--- src/pocket_core_pkg.sv ---
// Shared widths, bridge register addresses and controller constants.
// Every RTL file of the pocket core front end imports this package.

package pocket_core_pkg;

    ////////////////////
    // host bridge
    ////////////////////
    typedef logic [31:0] bridge_addr_t;
    typedef logic [31:0] bridge_data_t;

    // register map, one 32-bit slot each
    localparam bridge_addr_t ADDR_RESET = 32'hF000_0000;
    localparam bridge_addr_t ADDR_DIP   = 32'hF100_0000;
    localparam bridge_addr_t ADDR_MODE  = 32'hF200_0000;
    localparam bridge_addr_t ADDR_SNAC  = 32'hF700_0000;

    ////////////////////
    // core settings
    ////////////////////
    typedef logic [7:0]  dip_t;
    typedef logic [7:0]  mode_t;
    typedef logic [13:0] snac_settings_t;
    typedef logic [4:0]  snac_type_t;
    typedef logic [3:0]  snac_assign_t;

    // reset hold counter, wide enough for the hold count
    typedef logic [13:0] hold_count_t;
    localparam hold_count_t RESET_HOLD_CYCLES = 14'd8000;

    // type 0 means the adapter port is off
    localparam snac_type_t SNAC_DISABLED    = 5'h00;
    // dual-stick pad, left stick acts as d-pad
    localparam snac_type_t SNAC_ANALOG_TYPE = 5'h13;

    ////////////////////
    // controllers
    ////////////////////
    typedef logic [31:0] cont_key_t;
    typedef logic [31:0] cont_joy_t;
    typedef logic [15:0] pad_btn_t;
    typedef logic [3:0]  key_type_t;
    typedef logic [7:0]  stick_axis_t;

    // key word bits 31:28, analog capable pad
    localparam key_type_t KEY_TYPE_ANALOG = 4'h3;

    // centre position in every stick byte
    localparam cont_joy_t JOY_NEUTRAL = 32'h8080_8080;

    // dead zone limits around the centre
    localparam stick_axis_t STICK_LOW  = 8'h40;
    localparam stick_axis_t STICK_HIGH = 8'hC0;

    // button bit positions in the key word
    localparam int BTN_UP     = 0;
    localparam int BTN_DOWN   = 1;
    localparam int BTN_LEFT   = 2;
    localparam int BTN_RIGHT  = 3;
    localparam int BTN_A      = 4;
    localparam int BTN_B      = 5;
    localparam int BTN_SELECT = 14;
    localparam int BTN_START  = 15;

    // active low, coin start2 start1 shoot2 shoot up down left right
    typedef logic [8:0] control_panel_t;

endpackage
--- src/player_input_if.sv ---
// Routed key and stick words for both players.
// Written by the controller router, read by the panel encoder.

`timescale 1ns/1ns

interface player_input_if import pocket_core_pkg::*; ();

    // player 1
    cont_key_t p1_key;
    cont_joy_t p1_joy;

    // player 2
    cont_key_t p2_key;
    cont_joy_t p2_joy;

    modport router (output p1_key, p1_joy, p2_key, p2_joy);

    modport encoder (input p1_key, p1_joy, p2_key, p2_joy);

endinterface

--- src/core_settings_if.sv ---
// Decoded bridge settings and the core restart strobe.
// Driven by the register decode, read by the reset stretch and pad logic.

`timescale 1ns/1ns

interface core_settings_if import pocket_core_pkg::*; ();

    // dip banks and board mode, straight from the registers
    dip_t         dip_sw0;
    dip_t         dip_sw1;
    mode_t        core_mode;

    // snac fields of the stored settings word
    snac_type_t   snac_type;
    snac_assign_t snac_assign;

    // one cycle pulse, restarts the core reset hold
    logic         restart;

    modport decoder (
        output dip_sw0, dip_sw1, core_mode, snac_type, snac_assign, restart
    );

    modport reset_user (input restart);

    modport pad_user (input snac_type, snac_assign);

endinterface

--- src/pocket_core_top.sv ---
// Top level of the host bridge and controller front end.
// Ties the register decode, reset stretch, routing and panel encoder
// together; everything runs on clk_sys.

`timescale 1ns/1ns

module pocket_core_top import pocket_core_pkg::*; (
    input  logic           clk_sys,
    input  logic           temp_reset,
    // host bridge
    input  bridge_addr_t   bridge_addr,
    input  logic           bridge_rd,
    input  logic           bridge_wr,
    input  bridge_data_t   bridge_wr_data,
    output bridge_data_t   bridge_rd_data,
    // pocket pads
    input  cont_key_t      cont1_key,
    input  cont_key_t      cont2_key,
    input  cont_joy_t      cont1_joy,
    input  cont_joy_t      cont2_joy,
    // snac adapter pads
    input  pad_btn_t       snac_p1_btn,
    input  pad_btn_t       snac_p2_btn,
    input  cont_joy_t      snac_p1_stick,
    input  cont_joy_t      snac_p2_stick,
    // to the core
    output logic           core_run,
    output dip_t           dip_sw0,
    output dip_t           dip_sw1,
    output mode_t          core_mode,
    output control_panel_t control_panel
);

    core_settings_if settings_bus ();
    player_input_if  player_bus ();

    ////////////////////
    // bridge side
    ////////////////////
    bridge_reg_decode u_decode (
        .clk_sys        (clk_sys),
        .temp_reset     (temp_reset),
        .bridge_addr    (bridge_addr),
        .bridge_rd      (bridge_rd),
        .bridge_wr      (bridge_wr),
        .bridge_wr_data (bridge_wr_data),
        .core_run       (core_run),
        .bridge_rd_data (bridge_rd_data),
        .settings       (settings_bus.decoder)
    );

    core_reset_stretch u_reset (
        .clk_sys    (clk_sys),
        .temp_reset (temp_reset),
        .settings   (settings_bus.reset_user),
        .core_run   (core_run)
    );

    ////////////////////
    // controller side
    ////////////////////
    controller_route u_route (
        .clk_sys       (clk_sys),
        .temp_reset    (temp_reset),
        .cont1_key     (cont1_key),
        .cont2_key     (cont2_key),
        .cont1_joy     (cont1_joy),
        .cont2_joy     (cont2_joy),
        .snac_p1_btn   (snac_p1_btn),
        .snac_p2_btn   (snac_p2_btn),
        .snac_p1_stick (snac_p1_stick),
        .snac_p2_stick (snac_p2_stick),
        .settings      (settings_bus.pad_user),
        .players       (player_bus.router)
    );

    control_panel_encode u_encode (
        .clk_sys       (clk_sys),
        .temp_reset    (temp_reset),
        .settings      (settings_bus.pad_user),
        .players       (player_bus.encoder),
        .control_panel (control_panel)
    );

    // settings straight out to the core
    assign dip_sw0   = settings_bus.dip_sw0;
    assign dip_sw1   = settings_bus.dip_sw1;
    assign core_mode = settings_bus.core_mode;

endmodule

--- src/control_panel_encode.sv ---
// Decodes both players into the active-low nine-bit control panel.
// Directions come from the d-pad, or from the left stick when the SNAC
// type selects the analog pad.

`timescale 1ns/1ns

module control_panel_encode import pocket_core_pkg::*; (
    input  logic                clk_sys,
    input  logic                temp_reset,
    core_settings_if.pad_user   settings,
    player_input_if.encoder     players,
    output control_panel_t      control_panel
);

    // returns {up, down, left, right}
    function automatic logic [3:0] player_dirs(
        input cont_key_t key,
        input cont_joy_t joy,
        input logic      use_stick
    );
        stick_axis_t x;
        stick_axis_t y;
        x = joy[7:0];
        y = joy[15:8];
        if (use_stick) begin
            return {(y < STICK_LOW), (y > STICK_HIGH), (x < STICK_LOW), (x > STICK_HIGH)};
        end
        return {key[BTN_UP], key[BTN_DOWN], key[BTN_LEFT], key[BTN_RIGHT]};
    endfunction

    logic           use_stick;
    logic [3:0]     p1_dir;
    logic [3:0]     p2_dir;
    logic           coin;
    logic           shoot;
    logic           shoot2;
    control_panel_t panel_next;

    ////////////////////
    // decode and merge
    ////////////////////
    assign use_stick = (settings.snac_type == SNAC_ANALOG_TYPE);
    assign p1_dir    = player_dirs(players.p1_key, players.p1_joy, use_stick);
    assign p2_dir    = player_dirs(players.p2_key, players.p2_joy, use_stick);

    // either player may coin up or fire
    assign coin   = players.p1_key[BTN_SELECT] | players.p2_key[BTN_SELECT];
    assign shoot  = players.p1_key[BTN_A] | players.p2_key[BTN_A];
    assign shoot2 = players.p1_key[BTN_B] | players.p2_key[BTN_B];

    // start buttons stay per player
    assign panel_next = {
        coin,
        players.p2_key[BTN_START],
        players.p1_key[BTN_START],
        shoot2,
        shoot,
        p1_dir | p2_dir
    };

    // panel is active low, all ones is idle
    always_ff @(posedge clk_sys) begin
        if (temp_reset) begin
            control_panel <= '1;
        end else begin
            control_panel <= ~panel_next;
        end
    end

endmodule

--- src/controller_route.sv ---
// Chooses pocket or SNAC adapter pads for player 1 and player 2.
// Routing follows the SNAC assignment code; pocket sticks without an
// analog source read as centred while the adapter is enabled.

`timescale 1ns/1ns

module controller_route import pocket_core_pkg::*; (
    input  logic                clk_sys,
    input  logic                temp_reset,
    input  cont_key_t           cont1_key,
    input  cont_key_t           cont2_key,
    input  cont_joy_t           cont1_joy,
    input  cont_joy_t           cont2_joy,
    input  pad_btn_t            snac_p1_btn,
    input  pad_btn_t            snac_p2_btn,
    input  cont_joy_t           snac_p1_stick,
    input  cont_joy_t           snac_p2_stick,
    core_settings_if.pad_user   settings,
    player_input_if.router      players
);

    // pocket stick only counts on an analog pad
    function automatic cont_joy_t pocket_stick(input cont_key_t key, input cont_joy_t joy);
        return (key[31:28] == KEY_TYPE_ANALOG) ? joy : JOY_NEUTRAL;
    endfunction

    cont_key_t snac1_key;
    cont_key_t snac2_key;
    cont_joy_t pocket1_joy;
    cont_joy_t pocket2_joy;

    // snac buttons fill the low half, type bits zero
    assign snac1_key   = {16'd0, snac_p1_btn};
    assign snac2_key   = {16'd0, snac_p2_btn};
    assign pocket1_joy = pocket_stick(cont1_key, cont1_joy);
    assign pocket2_joy = pocket_stick(cont2_key, cont2_joy);

    ////////////////////
    // routing register
    ////////////////////
    always_ff @(posedge clk_sys) begin
        if (temp_reset) begin
            players.p1_key <= '0;
            players.p1_joy <= JOY_NEUTRAL;
            players.p2_key <= '0;
            players.p2_joy <= JOY_NEUTRAL;
        end else if (settings.snac_type == SNAC_DISABLED) begin
            // adapter off, pocket pads untouched
            players.p1_key <= cont1_key;
            players.p1_joy <= cont1_joy;
            players.p2_key <= cont2_key;
            players.p2_joy <= cont2_joy;
        end else begin
            case (settings.snac_assign)
                4'd0: begin
                    // snac on p1, pocket pad 2 on p2
                    players.p1_key <= snac1_key;
                    players.p1_joy <= snac_p1_stick;
                    players.p2_key <= cont2_key;
                    players.p2_joy <= pocket2_joy;
                end
                4'd1: begin
                    // pocket pad 1 on p1, snac on p2
                    players.p1_key <= cont1_key;
                    players.p1_joy <= pocket1_joy;
                    players.p2_key <= snac1_key;
                    players.p2_joy <= snac_p1_stick;
                end
                4'd2: begin
                    players.p1_key <= snac1_key;
                    players.p1_joy <= snac_p1_stick;
                    players.p2_key <= snac2_key;
                    players.p2_joy <= snac_p2_stick;
                end
                4'd3: begin
                    // both snac pads, swapped
                    players.p1_key <= snac2_key;
                    players.p1_joy <= snac_p2_stick;
                    players.p2_key <= snac1_key;
                    players.p2_joy <= snac_p1_stick;
                end
                default: begin
                    players.p1_key <= cont1_key;
                    players.p1_joy <= pocket1_joy;
                    players.p2_key <= cont2_key;
                    players.p2_joy <= pocket2_joy;
                end
            endcase
        end
    end

endmodule

--- src/core_reset_stretch.sv ---
// Holds the core in reset for a fixed count after a restart strobe.
// core_run goes high once the hold counter has run down to zero.

`timescale 1ns/1ns

module core_reset_stretch import pocket_core_pkg::*; (
    input  logic                 clk_sys,
    input  logic                 temp_reset,
    core_settings_if.reset_user  settings,
    output logic                 core_run
);

    hold_count_t hold_cnt;

    ////////////////////
    // hold counter
    ////////////////////
    always_ff @(posedge clk_sys) begin
        if (temp_reset || settings.restart) begin
            // reload and stop the core
            hold_cnt <= RESET_HOLD_CYCLES;
            core_run <= 1'b0;
        end else if (hold_cnt == '0) begin
            // hold done, core running
            core_run <= 1'b1;
        end else begin
            hold_cnt <= hold_cnt - 1'b1;
            core_run <= 1'b0;
        end
    end

endmodule

--- src/bridge_reg_decode.sv ---
// Host bridge register file for the core settings.
// Decodes writes and reads at four addresses, holds the settings and
// returns read data one cycle after the read strobe.

`timescale 1ns/1ns

module bridge_reg_decode import pocket_core_pkg::*; (
    input  logic                   clk_sys,
    input  logic                   temp_reset,
    input  bridge_addr_t           bridge_addr,
    input  logic                   bridge_rd,
    input  logic                   bridge_wr,
    input  bridge_data_t           bridge_wr_data,
    input  logic                   core_run,
    output bridge_data_t           bridge_rd_data,
    core_settings_if.decoder       settings
);

    ////////////////////
    // address decode
    ////////////////////
    logic hit_reset;
    logic hit_dip;
    logic hit_mode;
    logic hit_snac;
    logic addr_match;

    assign hit_reset  = (bridge_addr == ADDR_RESET);
    assign hit_dip    = (bridge_addr == ADDR_DIP);
    assign hit_mode   = (bridge_addr == ADDR_MODE);
    assign hit_snac   = (bridge_addr == ADDR_SNAC);
    // any of our four slots
    assign addr_match = hit_reset | hit_dip | hit_mode | hit_snac;

    ////////////////////
    // setting registers
    ////////////////////
    bridge_data_t   dip_reg;
    bridge_data_t   mode_reg;
    snac_settings_t snac_reg;

    always_ff @(posedge clk_sys) begin
        if (temp_reset) begin
            dip_reg  <= '0;
            mode_reg <= '0;
            snac_reg <= '0;
        end else if (bridge_wr) begin
            // full words kept for read-back
            if (hit_dip) begin
                dip_reg <= bridge_wr_data;
            end
            if (hit_mode) begin
                mode_reg <= bridge_wr_data;
            end
            // upper bits of the snac word are not stored
            if (hit_snac) begin
                snac_reg <= bridge_wr_data[13:0];
            end
        end
    end

    // reset command and dip change both restart the core
    always_ff @(posedge clk_sys) begin
        if (temp_reset) begin
            settings.restart <= 1'b0;
        end else begin
            settings.restart <= bridge_wr & (hit_reset | hit_dip);
        end
    end

    // bank 0 and 1 in the low bytes, mode in the low byte
    assign settings.dip_sw0   = dip_reg[7:0];
    assign settings.dip_sw1   = dip_reg[15:8];
    assign settings.core_mode = mode_reg[7:0];
    // type in 4:0, assignment in 9:6
    assign settings.snac_type   = snac_reg[4:0];
    assign settings.snac_assign = snac_reg[9:6];

    ////////////////////
    // read path
    ////////////////////
    bridge_data_t read_buffer;

    always_ff @(posedge clk_sys) begin
        if (temp_reset) begin
            read_buffer <= '0;
        end else if (bridge_rd) begin
            // other addresses leave the buffer alone
            if (hit_reset) begin
                read_buffer <= {31'd0, core_run};
            end else if (hit_dip) begin
                read_buffer <= dip_reg;
            end else if (hit_mode) begin
                read_buffer <= mode_reg;
            end else if (hit_snac) begin
                read_buffer <= {18'd0, snac_reg};
            end
        end
    end

    // unmapped addresses read as zero
    assign bridge_rd_data = addr_match ? read_buffer : '0;

endmodule

--- config.mk ---
export PLATFORM = sky130hd
export DESIGN_NAME = pocket_core_top
export DESIGN_NICKNAME = d
export VERILOG_FILES = /design/src/pocket_core_pkg.sv /design/src/player_input_if.sv /design/src/core_settings_if.sv /design/src/pocket_core_top.sv /design/src/control_panel_encode.sv /design/src/controller_route.sv /design/src/core_reset_stretch.sv /design/src/bridge_reg_decode.sv
export SDC_FILE = /design/constraint.sdc
export NUM_CORES = 1
export LEC_CHECK = 0
export BUFFER_PORTS_ARGS = -buffer_cell sky130_fd_sc_hd__buf_2
export CORE_AREA = 2 2 139 141
export DETAILED_ROUTE_END_ITERATION = 16
export DIE_AREA = 0 0 141 143
export HOLD_SLACK_MARGIN = 0.12
export MAX_ROUTING_LAYER = met4
export PLACE_DENSITY = 0.84
export SYNTH_ARGS = -nofsm -noshare
export SYNTH_HDL_FRONTEND = slang
export SYNTH_SLANG_ARGS = --single-unit
--- constraint.sdc ---
create_clock -name clk_sys -period 6 [get_ports clk_sys]
set_clock_uncertainty 0.15 [all_clocks]
set_input_delay 0 -clock clk_sys [delete_from_list [all_inputs] [get_ports clk_sys]]
set_output_delay 0 -clock clk_sys [all_outputs]
set_load 0.01 [all_outputs]
Yosys cells after proc, flatten, opt, wreduce, memory -nomap -nowiden
Index checks and enable logic that the tools add are counted.

cells by class
  add/subtract/negate cells = 1
  order comparisons = 8
  equal/unequal tests = 10
  mux-type cells = 21
  bitwise operators = 9
  reduce and logical (&&, ||, !) cells = 11

operators with widths
  kind                   number
  $mux 32                5
  $eq 32x32->1 const B   4
  $pmux 16 s2            4
  $mux 16                6
  $gt 8x8->1 const B     4
  $lt 8x7->1 const B     4
  $eq 4x2->1 const B     4
  $mux 4                 4
  $logic_not 14->1       1
  $sub 14x1->14 const B  1
  $not 9->9              1
  $reduce_and 2->1       4
  $or 1x1->1             6
  $eq 5x5->1 const B     1
  $logic_not 5->1        1
  $eq 4x1->1 const B     1
  $logic_not 4->1        1
  $or 4x4->4             1
  $reduce_bool 4->1      1
  $reduce_or 2->1        2
  $mux 1                 2
  $and 1x1->1            1
  $logic_or 1x1->1       1

word-level totals
  register bits = 199
  bits of input ports = 292
  output and inout port bits = 66
  word-level logic and storage cells = 72

Depth between registers and ports, before layout
Gate-level depths: netlist (run 1).

  depth after elaboration = 5
  mapped depth = 8
  mapped depth without buffers = 7

Cells and area by module
A second synthesis (run 1) with hierarchy kept.

unflattened totals
  cells, all modules = 1481
  area total of the unflattened synthesis = 12280.5 µm²

by module, submodules not included
  module                times used  cells an instance  area each (µm²)  seq. area each (µm²)
  controller_route      1           799                5801.8           2562.5
  bridge_reg_decode     1           561                5272.6           2222.1
  core_reset_stretch    1           87                 777.0            300.3
  control_panel_encode  1           34                 429.2            180.2

Worst setup path after synthesis (run 1)
OpenSTA, ideal clock, no wires.

  path type = reg2reg
  from = reg u_reset.hold_cnt[4]
  to = reg u_reset.hold_cnt[9]
  library setup time = 161 ps
  arrival = 1759 ps
  required time = 5689 ps
  setup slack = 3930 ps
  stages on the path, launching flop included = 6
  buffers on the path = 0
  clock period less this slack = 2070 ps
  path through = dfxtp_1 > or4_1 > nor4_4 > nand2_2 > a311oi_1 > a41oi_1

on the way
  longest elaborated chain between the ends = 1
  elaborated cells on any way between the ends = 2
  classes of those cells = 1 x add/sub; 1 x reduce/logical

ends and longest elaborated chain
  element                                                   RTL line                                            RTL
  start, declared                                           core_reset_stretch.sv:13                            hold_count_t hold_cnt;
  start signal, assigned                                    core_reset_stretch.sv:27                            hold_cnt <= hold_cnt - 1'b1;
  $sub 14x1->14 / $logic_not 14->1 (equally long branches)  core_reset_stretch.sv:27, core_reset_stretch.sv:23

Several ways; a longest one is shown, not always the timed one.
A chain may end at the register's enable or synchronous reset.

Final worst setup path (run 1)
  from = in bridge_addr[17]
  to = reg u_decode.dip_reg[4]

on the way
  longest elaborated chain between the ends = 2

ends and longest elaborated chain
  element                            RTL line                 RTL
  start, declared                    pocket_core_top.sv:11    input bridge_addr_t bridge_addr,
  $eq 32x32->1                       bridge_reg_decode.sv:29  assign hit_dip = (bridge_addr == ADDR_DIP);
  $reduce_and 2->1 (no source line)  -
  end signal, assigned               bridge_reg_decode.sv:50  dip_reg <= bridge_wr_data;
  end, declared                      bridge_reg_decode.sv:38  bridge_data_t dip_reg;

Every way passes these cells.

==> flow_results.xml, run 1 <==
<?xml version="1.0" encoding="UTF-8"?>
<metrics>
  <group name="grt">
    <metric name="use_met3" unit="">0.0563</metric>
    <metric name="gr-max-usage-layer" unit="">met2</metric>
    <metric name="groute.layer.met2.usage" unit="">0.478</metric>
    <metric name="grt_first_pass_wirelength" unit="mm">43.0</metric>
    <metric name="gr-usage-met1" unit="">0.303</metric>
    <metric name="number_of_antenna_violations_at_the_first_check_in_global_routing" unit="">1</metric>
    <metric name="largest_net_degree_at_the_start_of_global_routing" unit="">67</metric>
    <metric name="grt_pass1_vias" unit="">8683</metric>
    <metric name="grt_util_all_layers" unit="">0.280</metric>
    <metric name="grt_overflow" unit="">0</metric>
  </group>
  <group name="floorplanning">
    <metric name="dieWidth" unit="um">141</metric>
    <metric name="floorplan.core_area" unit="um2">18600</metric>
    <metric name="io-pin-count" unit="">358</metric>
    <metric name="start_util" unit="">0.442</metric>
    <metric name="dieHeight" unit="um">143</metric>
    <metric name="num_rows" unit="">50</metric>
    <metric name="design.die.area" unit="um2">20200</metric>
  </group>
  <group name="layout">
    <metric name="syn_to_final_growth" unit="%">41.4</metric>
    <metric name="finalInstanceArea" unit="um2">11600</metric>
    <metric name="fin_nets" unit="">1521</metric>
    <metric name="layout.cells.most_common_list" unit="">236 x sky130_fd_sc_hd__buf_2, 183 x sky130_fd_sc_hd__dfxtp_1, 165 x sky130_fd_sc_hd__dlygate4sd3_1</metric>
    <metric name="layout-drive-gt1-share" unit="">0.246</metric>
    <metric name="mostFrequentLayoutCell" unit="">sky130_fd_sc_hd__buf_2</metric>
  </group>
  <group name="yosys">
    <metric name="synth_enable_flop_cells" unit="">0</metric>
    <metric name="synth_mux_area_frac" unit="">0.0964</metric>
    <metric name="yosys_warnings" unit="">0</metric>
    <metric name="synth.yosys.seq_area_share" unit="">0.447</metric>
    <metric name="synthAdderAreaFrac" unit="">0.00153</metric>
    <metric name="mappedNetlistArea" unit="um2">8200</metric>
    <metric name="synth_simple_gate_area_frac" unit="">0.191</metric>
    <metric name="post_synth_xor_area_fraction" unit="">0.00854</metric>
    <metric name="asyncSetResetFlopFracSynth" unit="">0</metric>
    <metric name="yosys_register_bits" unit="">183</metric>
    <metric name="ys.flop_type" unit="">sky130_fd_sc_hd__dfxtp_1</metric>
    <metric name="main_combinational_cell_family_by_area_after_synthesis" unit="">compound AO/OA/AOI/OAI gates</metric>
    <metric name="synth-compound-area-share" unit="">0.194</metric>
    <metric name="yosys.cell_types.count" unit="">56</metric>
    <metric name="mappedNetlistNets" unit="">1174</metric>
    <metric name="postSynthCellCount" unit="">881</metric>
    <metric name="post_synth.cell_area_avg" unit="um2">9.31</metric>
  </group>
  <group name="timing">
    <metric name="finalCriticalPeriod" unit="ns">4.27</metric>
    <metric name="drv_slew" unit="">0</metric>
    <metric name="layout_worst_path_cycle_share" unit="">0.712</metric>
    <metric name="rsz0062_at_grt" unit="">false</metric>
    <metric name="holdWs" unit="ns">0.177</metric>
    <metric name="setup_violations" unit="">0</metric>
    <metric name="worst_pin_slew" unit="ns">1.14</metric>
    <metric name="timing.setup.tns" unit="ns">0</metric>
    <metric name="max-slew-margin-rel" unit="">0.235</metric>
    <metric name="max_freq" unit="MHz">234</metric>
    <metric name="report.final.hold_viol_count" unit="">0</metric>
    <metric name="worst_slack" unit="ns">1.73</metric>
  </group>
  <group name="critical_path">
    <metric name="timing.critical_path.to_type" unit="">register</metric>
    <metric name="path_max_fanout" unit="">8</metric>
    <metric name="critical_path_required" unit="ns">6.17</metric>
    <metric name="cp-start-kind" unit="">input port</metric>
    <metric name="crit-reg2reg-launch" unit="">u_decode.snac_reg[8]</metric>
    <metric name="critical_path_class" unit="">in -&gt; reg</metric>
    <metric name="cp_data_arrival_time" unit="ns">4.45</metric>
    <metric name="startpoint" unit="">bridge_addr[17]</metric>
  </group>
  <group name="power">
    <metric name="total_power" unit="mW">2.77</metric>
    <metric name="powerDensity" unit="nW/um2">239</metric>
    <metric name="ir_drop" unit="mV">0.171</metric>
    <metric name="static-leakage-power" unit="nW">5.09</metric>
  </group>
  <group name="routing">
    <metric name="route.detailed.wl_per_inst" unit="um">18.6</metric>
    <metric name="drt_first_pass_iters" unit="">7</metric>
    <metric name="antenna_left" unit="">0</metric>
    <metric name="routed_wirelength" unit="mm">27.5</metric>
    <metric name="vias_per_cell" unit="">5.76</metric>
    <metric name="drt_iter0_drc" unit="">578</metric>
    <metric name="drc" unit="">0</metric>
    <metric name="vias" unit="">8508</metric>
  </group>
  <group name="clocking">
    <metric name="cts.repair_timing.setup_buffer_count" unit="">0</metric>
    <metric name="cts_htree_levels" unit="">4</metric>
    <metric name="ctsHoldBuffers" unit="">165</metric>
    <metric name="cts_resized" unit="">0</metric>
    <metric name="clock_tree_from_tritoncts" unit="">done</metric>
    <metric name="cts-root-to-sink-buffers" unit="">2</metric>
    <metric name="clock-root-buffer" unit="">sky130_fd_sc_hd__clkbuf_16</metric>
    <metric name="clock_insertion_delay_worst_skew" unit="ns">0.43</metric>
    <metric name="numCtsBuffers" unit="">17</metric>
    <metric name="clock-sinks" unit="">183</metric>
    <metric name="clkSlewWorstSetupHoldPaths" unit="ns">0.08</metric>
  </group>
  <group name="placement">
    <metric name="pre_cts_setup_slack" unit="ns">2.22</metric>
    <metric name="buffer_ports.inserted" unit="">237</metric>
    <metric name="gpl.final_weighted_congestion" unit="">0.815</metric>
    <metric name="post-dp-hpwl" unit="mm">15.0</metric>
    <metric name="placed_area" unit="um2">9310</metric>
  </group>
  <group name="outcome">
    <metric name="status" unit="">complete, no violations</metric>
  </group>
  <group name="flow_run">
    <metric name="maxCapViolCount" unit="">0</metric>
  </group>
  <group name="worst_hold_path">
    <metric name="hold_path.startpoint" unit="">bridge_addr[11]</metric>
    <metric name="classification_of_the_worst_slack_hold_path" unit="">in -&gt; reg</metric>
  </group>
</metrics>
==> critical path, stage by stage <==
cell and delay, ns:
sky130_fd_sc_hd__dlygate4sd3_1 0.53, sky130_fd_sc_hd__buf_2 0.12, sky130_fd_sc_hd__nor4_2 0.18, sky130_fd_sc_hd__dlygate4sd3_1 0.64, sky130_fd_sc_hd__nand2_1 0.13, sky130_fd_sc_hd__dlygate4sd3_1 0.63, sky130_fd_sc_hd__nor4_4 0.77, sky130_fd_sc_hd__mux2i_1 0.27
sky130_fd_sc_hd__dlygate4sd3_1 0.57, sky130_fd_sc_hd__nor2_1 0.04, sky130_fd_sc_hd__dlygate4sd3_1 0.57
==> per-layer routing <==
layer / wire [um] / up-vias
met1: 10500 / 4024
li1: - / 3854
met2: 13600 / 502
met3: 1920 / 128
met4: 1470 / 0
met5: 0 / -
==> stage by stage <==
step | instances | utilization
6_report | 1476 | 0.625
5_1_grt | 1476 | 0.625
4_1_cts | 1475 | 0.624
3_5_place_dp | 1278 | 0.501
3_3_place_gp | 1278 | 0.501
2_1_floorplan | 881 | -
==> synthesized netlist by cell type (all sizes together), types with 3 or more instances <==
| cell | number | area, um2 |
|---|---|---|
| o21ai | 49 | 245 |
| o31ai | 3 | 22.5 |
| o211ai | 4 | 30.0 |
| and2 | 35 | 219 |
| buf | 41 | 325 |
| and4 | 3 | 26.3 |
| a21oi | 22 | 110 |
| nor3 | 8 | 50.1 |
| or2 | 5 | 31.3 |
| a222oi | 4 | 40.0 |
| nand2b | 5 | 31.3 |
| nand3 | 6 | 30.0 |
| clkbuf | 44 | 165 |
| nor2 | 159 | 597 |
| dfxtp | 183 | 3660 |
| o311ai | 4 | 35.0 |
| inv | 6 | 22.5 |
| nand4 | 4 | 40.0 |
| mux2i | 79 | 791 |
| or4 | 9 | 67.6 |
| xnor2 | 8 | 70.1 |
| a22oi | 45 | 338 |
| nor4 | 15 | 203 |
| a22o | 78 | 683 |
| nand2 | 37 | 141 |
==> area by class of cell <==
cell class | instances | area (um2)
Multi-Input combinational cell | 607 | 4060
Inverter | 6 | 22.5
Tap cell | 234 | 293
Fill cell | 1375 | 6980
Clock inverter | 14 | 205
Sequential cell | 183 | 3660
Timing Repair Buffer | 413 | 2920
Clock buffer | 18 | 439
Antenna cell | 1 | 2.50
==> power by group <==
part | internal (mW) | switching, mW
logic | 0.157 | 0.142
clock network | 0.688 | 0.527
registers | 1.24 | 0.0174
==> cells by family after synthesis <==
group / count (synthesis)
flip-flops: 183
multiplexers: 79
XOR/XNOR: 8
buffers and inverters: 91
AO/OA/AOI/OAI: 219
adder cells (fa/ha/maj): 1
AND/OR/NAND/NOR: 300
==> worst paths after layout <==
check                                    end  slack, ns  depth (start not counted)
setup / recovery         u_decode.dip_reg[4]       1.73                         11
hold / removal       u_decode.read_buffer[0]       0.18                          5
setup reg to reg  u_route.players.p2_joy[13]       2.01                         10
hold reg to reg    u_encode.control_panel[6]       0.23                          1
Power figures use the tool's default switching activity.
==> inputs of run 2 (changes only) <==
--- a/config.mk
+++ b/config.mk
@@ -6,12 +6,12 @@
 export NUM_CORES = 1
 export LEC_CHECK = 0
 export BUFFER_PORTS_ARGS = -buffer_cell sky130_fd_sc_hd__buf_2
-export CORE_AREA = 2 2 139 141
+export CORE_MARGIN = 2
+export CORE_UTILIZATION = 43
 export DETAILED_ROUTE_END_ITERATION = 16
-export DIE_AREA = 0 0 141 143
 export HOLD_SLACK_MARGIN = 0.12
 export MAX_ROUTING_LAYER = met4
-export PLACE_DENSITY = 0.84
+export PLACE_DENSITY = 0.85
 export SYNTH_ARGS = -nofsm -noshare
 export SYNTH_HDL_FRONTEND = slang
 export SYNTH_SLANG_ARGS = --single-unit
==> constraint.sdc (replaced) <==
create_clock -name clk_sys -period 3.9 [get_ports clk_sys]
set_clock_uncertainty 0.15 [all_clocks]
set_input_delay 0 -clock clk_sys [delete_from_list [all_inputs] [get_ports clk_sys]]
set_output_delay 0 -clock clk_sys [all_outputs]
set_load 0.01 [all_outputs]
==> run 2 against run 1 <==
  * Combinational power up 50%
  * Critical endpoint is now u_decode.mode_reg[26]
  * Design area fell by 1.7%
  * Die area is 0.19% higher
  * Utilization shrank 1.5 points
  * Cell count decreased by 1.0%
  * Sequential power grew 54%
  * Total power increased by 48%
  * Worst hold slack worse by 0.0076 ns
  * Global-route usage decreased by 1.9 points
  * First-iteration DRC count down 19%
  * Highest routed layer unchanged
==> flow_results.xml, run 2 (synthesis gave the netlist of run 1 again) <==
<?xml version="1.0" encoding="UTF-8"?>
<metrics>
  <group name="placement">
    <metric name="buffer_ports.inserted" unit="">237</metric>
    <metric name="post-dp-hpwl" unit="mm">15.1</metric>
    <metric name="gpl.final_weighted_congestion" unit="">0.802</metric>
  </group>
  <group name="layout">
    <metric name="antenna_cells_inserted" unit="">0</metric>
    <metric name="post-route-util" unit="">0.610</metric>
    <metric name="layout-drive-gt1-share" unit="">0.251</metric>
    <metric name="fin_nets" unit="">1507</metric>
    <metric name="nFillCells" unit="">1446</metric>
    <metric name="syn_to_final_growth" unit="%">39.0</metric>
    <metric name="multi_input_comb_area" unit="um2">4060</metric>
    <metric name="layout.cells.most_common_list" unit="">236 x sky130_fd_sc_hd__buf_2, 183 x sky130_fd_sc_hd__dfxtp_1, 159 x sky130_fd_sc_hd__nor2_1</metric>
    <metric name="mostFrequentLayoutCell" unit="">sky130_fd_sc_hd__buf_2</metric>
    <metric name="sequential_cell_area" unit="um2">3660</metric>
  </group>
  <group name="timing">
    <metric name="timing.setup.tns" unit="ns">0</metric>
    <metric name="max_freq" unit="MHz">275</metric>
    <metric name="setup_violations" unit="">0</metric>
    <metric name="max-slew-margin-rel" unit="">0.206</metric>
    <metric name="worst_pin_slew" unit="ns">1.18</metric>
    <metric name="drv_slew" unit="">0</metric>
    <metric name="rsz0062_at_grt" unit="">false</metric>
    <metric name="report.final.hold_viol_count" unit="">0</metric>
    <metric name="finalCriticalPeriod" unit="ns">3.63</metric>
    <metric name="layout_worst_path_cycle_share" unit="">0.932</metric>
  </group>
  <group name="grt">
    <metric name="grt_first_pass_wirelength" unit="mm">40.8</metric>
    <metric name="number_of_antenna_violations_at_the_first_check_in_global_routing" unit="">0</metric>
    <metric name="grt_util_all_layers" unit="">0.261</metric>
    <metric name="largest_net_degree_at_the_start_of_global_routing" unit="">95</metric>
    <metric name="grt_overflow" unit="">0</metric>
    <metric name="grt_pass1_vias" unit="">8476</metric>
  </group>
  <group name="routing">
    <metric name="antenna_left" unit="">0</metric>
    <metric name="routed_wirelength" unit="mm">25.5</metric>
    <metric name="drt_iter0_drc" unit="">471</metric>
    <metric name="drc" unit="">0</metric>
    <metric name="route.detailed.wl_per_inst" unit="um">17.5</metric>
    <metric name="vias" unit="">8327</metric>
    <metric name="vias_per_cell" unit="">5.70</metric>
    <metric name="drt_first_pass_iters" unit="">6</metric>
  </group>
  <group name="critical_path">
    <metric name="critical_path_class" unit="">in -&gt; reg</metric>
    <metric name="timing.critical_path.to_type" unit="">register</metric>
    <metric name="path_max_fanout" unit="">32</metric>
    <metric name="critical_path_required" unit="ns">4.07</metric>
    <metric name="cp-start-kind" unit="">input port</metric>
    <metric name="regToRegSetupSlack" unit="ns">0.44</metric>
    <metric name="cp_data_arrival_time" unit="ns">3.80</metric>
  </group>
  <group name="clocking">
    <metric name="cts-root-to-sink-buffers" unit="">2</metric>
    <metric name="cts_htree_levels" unit="">4</metric>
    <metric name="clock-sinks" unit="">183</metric>
    <metric name="clock_tree_from_tritoncts" unit="">done</metric>
    <metric name="clock_insertion_delay_worst_skew" unit="ns">0.44</metric>
    <metric name="clkSlewWorstSetupHoldPaths" unit="ns">0.07</metric>
    <metric name="clock-root-buffer" unit="">sky130_fd_sc_hd__clkbuf_16</metric>
    <metric name="numCtsBuffers" unit="">17</metric>
    <metric name="cts.repair_timing.setup_buffer_count" unit="">0</metric>
  </group>
  <group name="floorplanning">
    <metric name="io-pin-count" unit="">358</metric>
    <metric name="start_util" unit="">0.439</metric>
    <metric name="dieHeight" unit="um">142</metric>
    <metric name="design.die.area" unit="um2">20200</metric>
    <metric name="dieWidth" unit="um">142</metric>
    <metric name="num_rows" unit="">50</metric>
    <metric name="floorplan.core_area" unit="um2">18700</metric>
  </group>
  <group name="power">
    <metric name="powerDensity" unit="nW/um2">359</metric>
    <metric name="ir_drop" unit="mV">0.281</metric>
    <metric name="total_power" unit="mW">4.10</metric>
    <metric name="static-leakage-power" unit="nW">5.01</metric>
  </group>
  <group name="outcome">
    <metric name="status" unit="">complete, no violations</metric>
  </group>
  <group name="worst_hold_path">
    <metric name="classification_of_the_worst_slack_hold_path" unit="">in -&gt; reg</metric>
  </group>
  <group name="flow_run">
    <metric name="maxCapViolCount" unit="">0</metric>
  </group>
</metrics>
## run 2: cell count changes in the layout (fill, tap and decap cells not counted), sizes merged, moves of 2 or more
cell,delta
buf,+2
clkinv,+3
clkinvlp,+2
dlygate4sd3,-16
inv,-4
## run 2: layout make-up
cell class	count	area share
clock inverters	14	0.0129
flip-flops and latches	183	0.321
inverters	6	0.00197
multi-input cells	607	0.356
well taps	234	0.0257
repair buffers	399	0.244
clock buffers	18	0.0385
## run 2: stage by stage
step	hold WS, ns	std cells	worst slack [ns]	instance area [um2]
floorplan	-0.0306	881	1.83	8200
global placement	0.0977	1280	1.21	9330
detailed placement	0.107	1280	1.15	9330
CTS	0.142	1461	0.300	11400
global route	0.198	1461	0.159	11400
finish	0.169	1461	0.267	11400
## run 2: routing by layer
layer | GRT usage | routed length [um]
met1 | 0.284 | 9910
met2 | 0.444 | 12700
met3 | 0.0579 | 1750
met4 | 0.140 | 1170
met5 | - | 0
## run 2: where the power goes
part / switching, mW / total [mW] / internal, mW
Clock: 0.745 / 1.71 / 0.964
Sequential: 0.0252 / 1.94 / 1.92
Combinational: 0.210 / 0.446 / 0.237
## run 2: critical path, cell delays in order
cell                            delay [ns]
sky130_fd_sc_hd__dlygate4sd3_1        0.54
sky130_fd_sc_hd__buf_2                0.14
sky130_fd_sc_hd__nor4_4               0.12
sky130_fd_sc_hd__dlygate4sd3_1        0.66
sky130_fd_sc_hd__nand4_4              0.16
sky130_fd_sc_hd__or4_2                1.25
sky130_fd_sc_hd__mux2i_1              0.31
sky130_fd_sc_hd__nor2_1               0.05
sky130_fd_sc_hd__dlygate4sd3_1        0.56
## run 2: path summary, 6_finish.rpt
check | cells past startpoint | endpoint | start
max | 9 | u_decode.mode_reg[26] | bridge_addr[21]
min reg2reg | 1 | u_encode.control_panel[6] | u_route.players.p1_key[15]
max reg2reg | 7 | u_route.players.p2_joy[14] | u_decode.snac_reg[9]
min | 6 | u_decode.read_buffer[13] | bridge_addr[1]
## run 2: what timing repair did
item | in CTS | in global routing
gates resized for setup | 0 | 0
hold buffers | 149 | 0
hold endpoints to repair | 163 | 0
==> inputs of run 3 (changes only) <==
--- a/config.mk
+++ b/config.mk
@@ -6,7 +6,7 @@
 export NUM_CORES = 1
 export LEC_CHECK = 0
 export BUFFER_PORTS_ARGS = -buffer_cell sky130_fd_sc_hd__buf_2
-export CORE_MARGIN = 2
+export CORE_MARGIN = 1
 export CORE_UTILIZATION = 43
 export DETAILED_ROUTE_END_ITERATION = 16
 export HOLD_SLACK_MARGIN = 0.12
==> run 3 against run 2 <==
  * Fmax is 1.2% lower
  * Critical path depth is 2 lower
  * Combinational power is 2% higher
  * Cell count is 0.82% higher
  * Non-clock buffer count is 12 higher
  * Count of clock-buffer cells in the layout is 1 higher
  * First-iteration DRC count is 8.9% higher
  * Worst setup slack worse by 0.046 ns
  * Worst hold slack worse by 0.0071 ns
  * Clock power is 4% higher
  * Critical path type is now reg -> reg
  * Largest cell class unchanged
  * Highest routed layer unchanged
==> flow_results.xml, run 3 (synthesis gave the netlist of run 1 again) <==
<?xml version="1.0" encoding="UTF-8"?>
<metrics>
  <group name="critical_path">
    <metric name="critical_path_required" unit="ns">4.12</metric>
    <metric name="worst_reg_to_reg_path_cell_count" unit="">7</metric>
    <metric name="critical_path_class" unit="">reg -&gt; reg</metric>
    <metric name="critical_path.max_stage_delay" unit="ns">1.00</metric>
    <metric name="number_of_buffers_and_inverters_on_the_critical_path" unit="">2</metric>
    <metric name="cp-start-kind" unit="">register</metric>
    <metric name="regToRegSetupSlack" unit="ns">0.22</metric>
    <metric name="timing.critical_path.max_delay_family" unit="">compound AO/OA/AOI/OAI gates</metric>
    <metric name="critical_path.most_common_cell" unit="">sky130_fd_sc_hd__dlygate4sd3_1</metric>
    <metric name="critical-path-slowest-cell" unit="">sky130_fd_sc_hd__o31ai_2</metric>
    <metric name="regToRegEndpoint" unit="">u_route.players.p2_joy[12]</metric>
    <metric name="timing.critical_path.to_type" unit="">register</metric>
    <metric name="path_max_fanout" unit="">14</metric>
    <metric name="crit-reg2reg-launch" unit="">u_decode.snac_reg[9]</metric>
    <metric name="cp_data_arrival_time" unit="ns">3.90</metric>
    <metric name="critical_path.cell_chain" unit="">nor3_2 -&gt; and2_1 -&gt; o31ai_2 -&gt; a22oi_1 -&gt; dlygate4sd3_1 -&gt; nor2_1 -&gt; dlygate4sd3_1</metric>
  </group>
  <group name="floorplanning">
    <metric name="io-pin-count" unit="">358</metric>
    <metric name="floorplan.core_area" unit="um2">18700</metric>
    <metric name="dieWidth" unit="um">140</metric>
    <metric name="design.die.area" unit="um2">19600</metric>
    <metric name="start_util" unit="">0.439</metric>
    <metric name="num_rows" unit="">50</metric>
    <metric name="dieHeight" unit="um">140</metric>
  </group>
  <group name="placement">
    <metric name="post-dp-hpwl" unit="mm">14.7</metric>
    <metric name="buffer_ports.inserted" unit="">237</metric>
    <metric name="placed_area" unit="um2">9330</metric>
    <metric name="gpl.final_weighted_congestion" unit="">0.825</metric>
    <metric name="placedCellCount" unit="">1281</metric>
  </group>
  <group name="grt">
    <metric name="grt_pass1_vias" unit="">8444</metric>
    <metric name="grt_util_all_layers" unit="">0.274</metric>
    <metric name="largest_net_degree_at_the_start_of_global_routing" unit="">69</metric>
    <metric name="grt_overflow" unit="">0</metric>
    <metric name="number_of_antenna_violations_at_the_first_check_in_global_routing" unit="">0</metric>
    <metric name="grt_first_pass_wirelength" unit="mm">41.4</metric>
  </group>
  <group name="timing">
    <metric name="rsz0062_at_grt" unit="">false</metric>
    <metric name="drv_slew" unit="">0</metric>
    <metric name="timing.setup.tns" unit="ns">0</metric>
    <metric name="report.final.hold_viol_count" unit="">0</metric>
    <metric name="layout_worst_path_cycle_share" unit="">0.943</metric>
    <metric name="setup_violations" unit="">0</metric>
    <metric name="max_freq" unit="MHz">272</metric>
    <metric name="worst_pin_slew" unit="ns">1.12</metric>
    <metric name="finalCriticalPeriod" unit="ns">3.68</metric>
    <metric name="max-slew-margin-rel" unit="">0.250</metric>
  </group>
  <group name="clocking">
    <metric name="clkSlewWorstSetupHoldPaths" unit="ns">0.08</metric>
    <metric name="clock_tree_from_tritoncts" unit="">done</metric>
    <metric name="cts-root-to-sink-buffers" unit="">2</metric>
    <metric name="cts_resized" unit="">0</metric>
    <metric name="clock-sinks" unit="">183</metric>
    <metric name="cts_htree_levels" unit="">4</metric>
    <metric name="clock_insertion_delay_worst_skew" unit="ns">0.44</metric>
    <metric name="numCtsBuffers" unit="">17</metric>
    <metric name="clock-root-buffer" unit="">sky130_fd_sc_hd__clkbuf_16</metric>
  </group>
  <group name="layout">
    <metric name="nFillCells" unit="">1393</metric>
    <metric name="fin_cells" unit="">1473</metric>
    <metric name="layout.cells.most_common_list" unit="">236 x sky130_fd_sc_hd__buf_2, 183 x sky130_fd_sc_hd__dfxtp_1, 160 x sky130_fd_sc_hd__dlygate4sd3_1</metric>
    <metric name="layout-drive-gt1-share" unit="">0.249</metric>
    <metric name="finalInstanceArea" unit="um2">11500</metric>
    <metric name="post-route-util" unit="">0.617</metric>
    <metric name="mostFrequentLayoutCell" unit="">sky130_fd_sc_hd__buf_2</metric>
    <metric name="fin_nets" unit="">1519</metric>
    <metric name="antenna_cells_inserted" unit="">0</metric>
    <metric name="syn_to_final_growth" unit="%">40.7</metric>
  </group>
  <group name="routing">
    <metric name="route.detailed.wl_per_inst" unit="um">17.5</metric>
    <metric name="routed_wirelength" unit="mm">25.8</metric>
    <metric name="drt_first_pass_iters" unit="">7</metric>
    <metric name="antenna_left" unit="">0</metric>
    <metric name="drc" unit="">0</metric>
    <metric name="vias_per_cell" unit="">5.63</metric>
    <metric name="vias" unit="">8287</metric>
    <metric name="drt_iter0_drc" unit="">513</metric>
  </group>
  <group name="power">
    <metric name="powerDensity" unit="nW/um2">362</metric>
    <metric name="ir_drop" unit="mV">0.281</metric>
    <metric name="static-leakage-power" unit="nW">5.08</metric>
  </group>
  <group name="worst_hold_path">
    <metric name="hold_critical_path_depth" unit="">6</metric>
    <metric name="hold_path.startpoint" unit="">bridge_addr[18]</metric>
    <metric name="classification_of_the_worst_slack_hold_path" unit="">in -&gt; reg</metric>
    <metric name="hold-path-endpoint" unit="">u_decode.read_buffer[30]</metric>
  </group>
  <group name="flow_run">
    <metric name="maxCapViolCount" unit="">0</metric>
  </group>
  <group name="outcome">
    <metric name="status" unit="">complete, no violations</metric>
  </group>
</metrics>
-- run 3: cell types whose count changed in the layout (fill, tap and decap cells not counted), sizes merged --
cell,delta
clkbuf,+1
inv,+3
buf,+1
clkinv,-4
dlygate4sd3,+11
-- run 3: through the flow --
stage / power (mW) / hold WS [ns] / worst slack, ns
floorplan: 2.14 / -0.0306 / 1.83
global placement: 2.29 / 0.0976 / 1.17
detailed placement: 2.30 / 0.110 / 1.11
CTS: 4.18 / 0.138 / 0.444
global route: 4.33 / 0.193 / 0.0971
finish: 4.18 / 0.162 / 0.221
-- run 3: layout make-up --
cell class | instances | area [um2] | area share
clock buffer | 19 | 453 | 0.0392
clock inverter | 13 | 161 | 0.0140
inverter | 6 | 22.5 | 0.00195
multi-input combinational | 607 | 4050 | 0.351
sequential | 183 | 3660 | 0.317
tap | 234 | 293 | 0.0254
timing repair buffer | 411 | 2900 | 0.251
-- run 3: repair_timing --
action                                 in CTS  in global routing
setup buffers                               0                  0
hold buffers                              160                  0
endpoints found under the hold margin     159                  0
-- run 3: worst max path at each step --
stage	startpoint	endpoint	slack (ns)	depth (start not counted)
after global placement	bridge_addr[26]	u_decode.mode_reg[15]	1.17	6
after CTS	u_decode.snac_reg[9]	u_route.players.p2_joy[14]	0.44	7
final	u_decode.snac_reg[9]	u_route.players.p2_joy[12]	0.22	7
after floorplan	u_reset.hold_cnt[4]	u_reset.hold_cnt[9]	1.83	5
after detailed placement	bridge_addr[26]	u_decode.mode_reg[11]	1.11	6
after global routing	u_decode.snac_reg[9]	u_route.players.p2_joy[12]	0.1	7
-- run 3: layer usage --
layer  share of wire  global-route usage  vias up
li1                -                   -     3850
met1            0.40               0.297     3894
met2            0.50               0.469      419
met3           0.059              0.0489      124
met4           0.049               0.166        0
met5               0                   -        -
-- run 3: worst reg2reg max path, stage by stage, from the launching register on --
cell and delay [ns]:
sky130_fd_sc_hd__dfxtp_1 0.46, sky130_fd_sc_hd__nor3_2 0.08, sky130_fd_sc_hd__and2_1 0.36, sky130_fd_sc_hd__o31ai_2 1.00
sky130_fd_sc_hd__a22oi_1 0.22, sky130_fd_sc_hd__dlygate4sd3_1 0.61, sky130_fd_sc_hd__nor2_1 0.14, sky130_fd_sc_hd__dlygate4sd3_1 0.59
-- run 3: power by group --
group          switching [mW]  internal [mW]
combinational           0.213          0.244
clock                   0.784           1.00
sequential             0.0268           1.91
total                    1.02           3.16
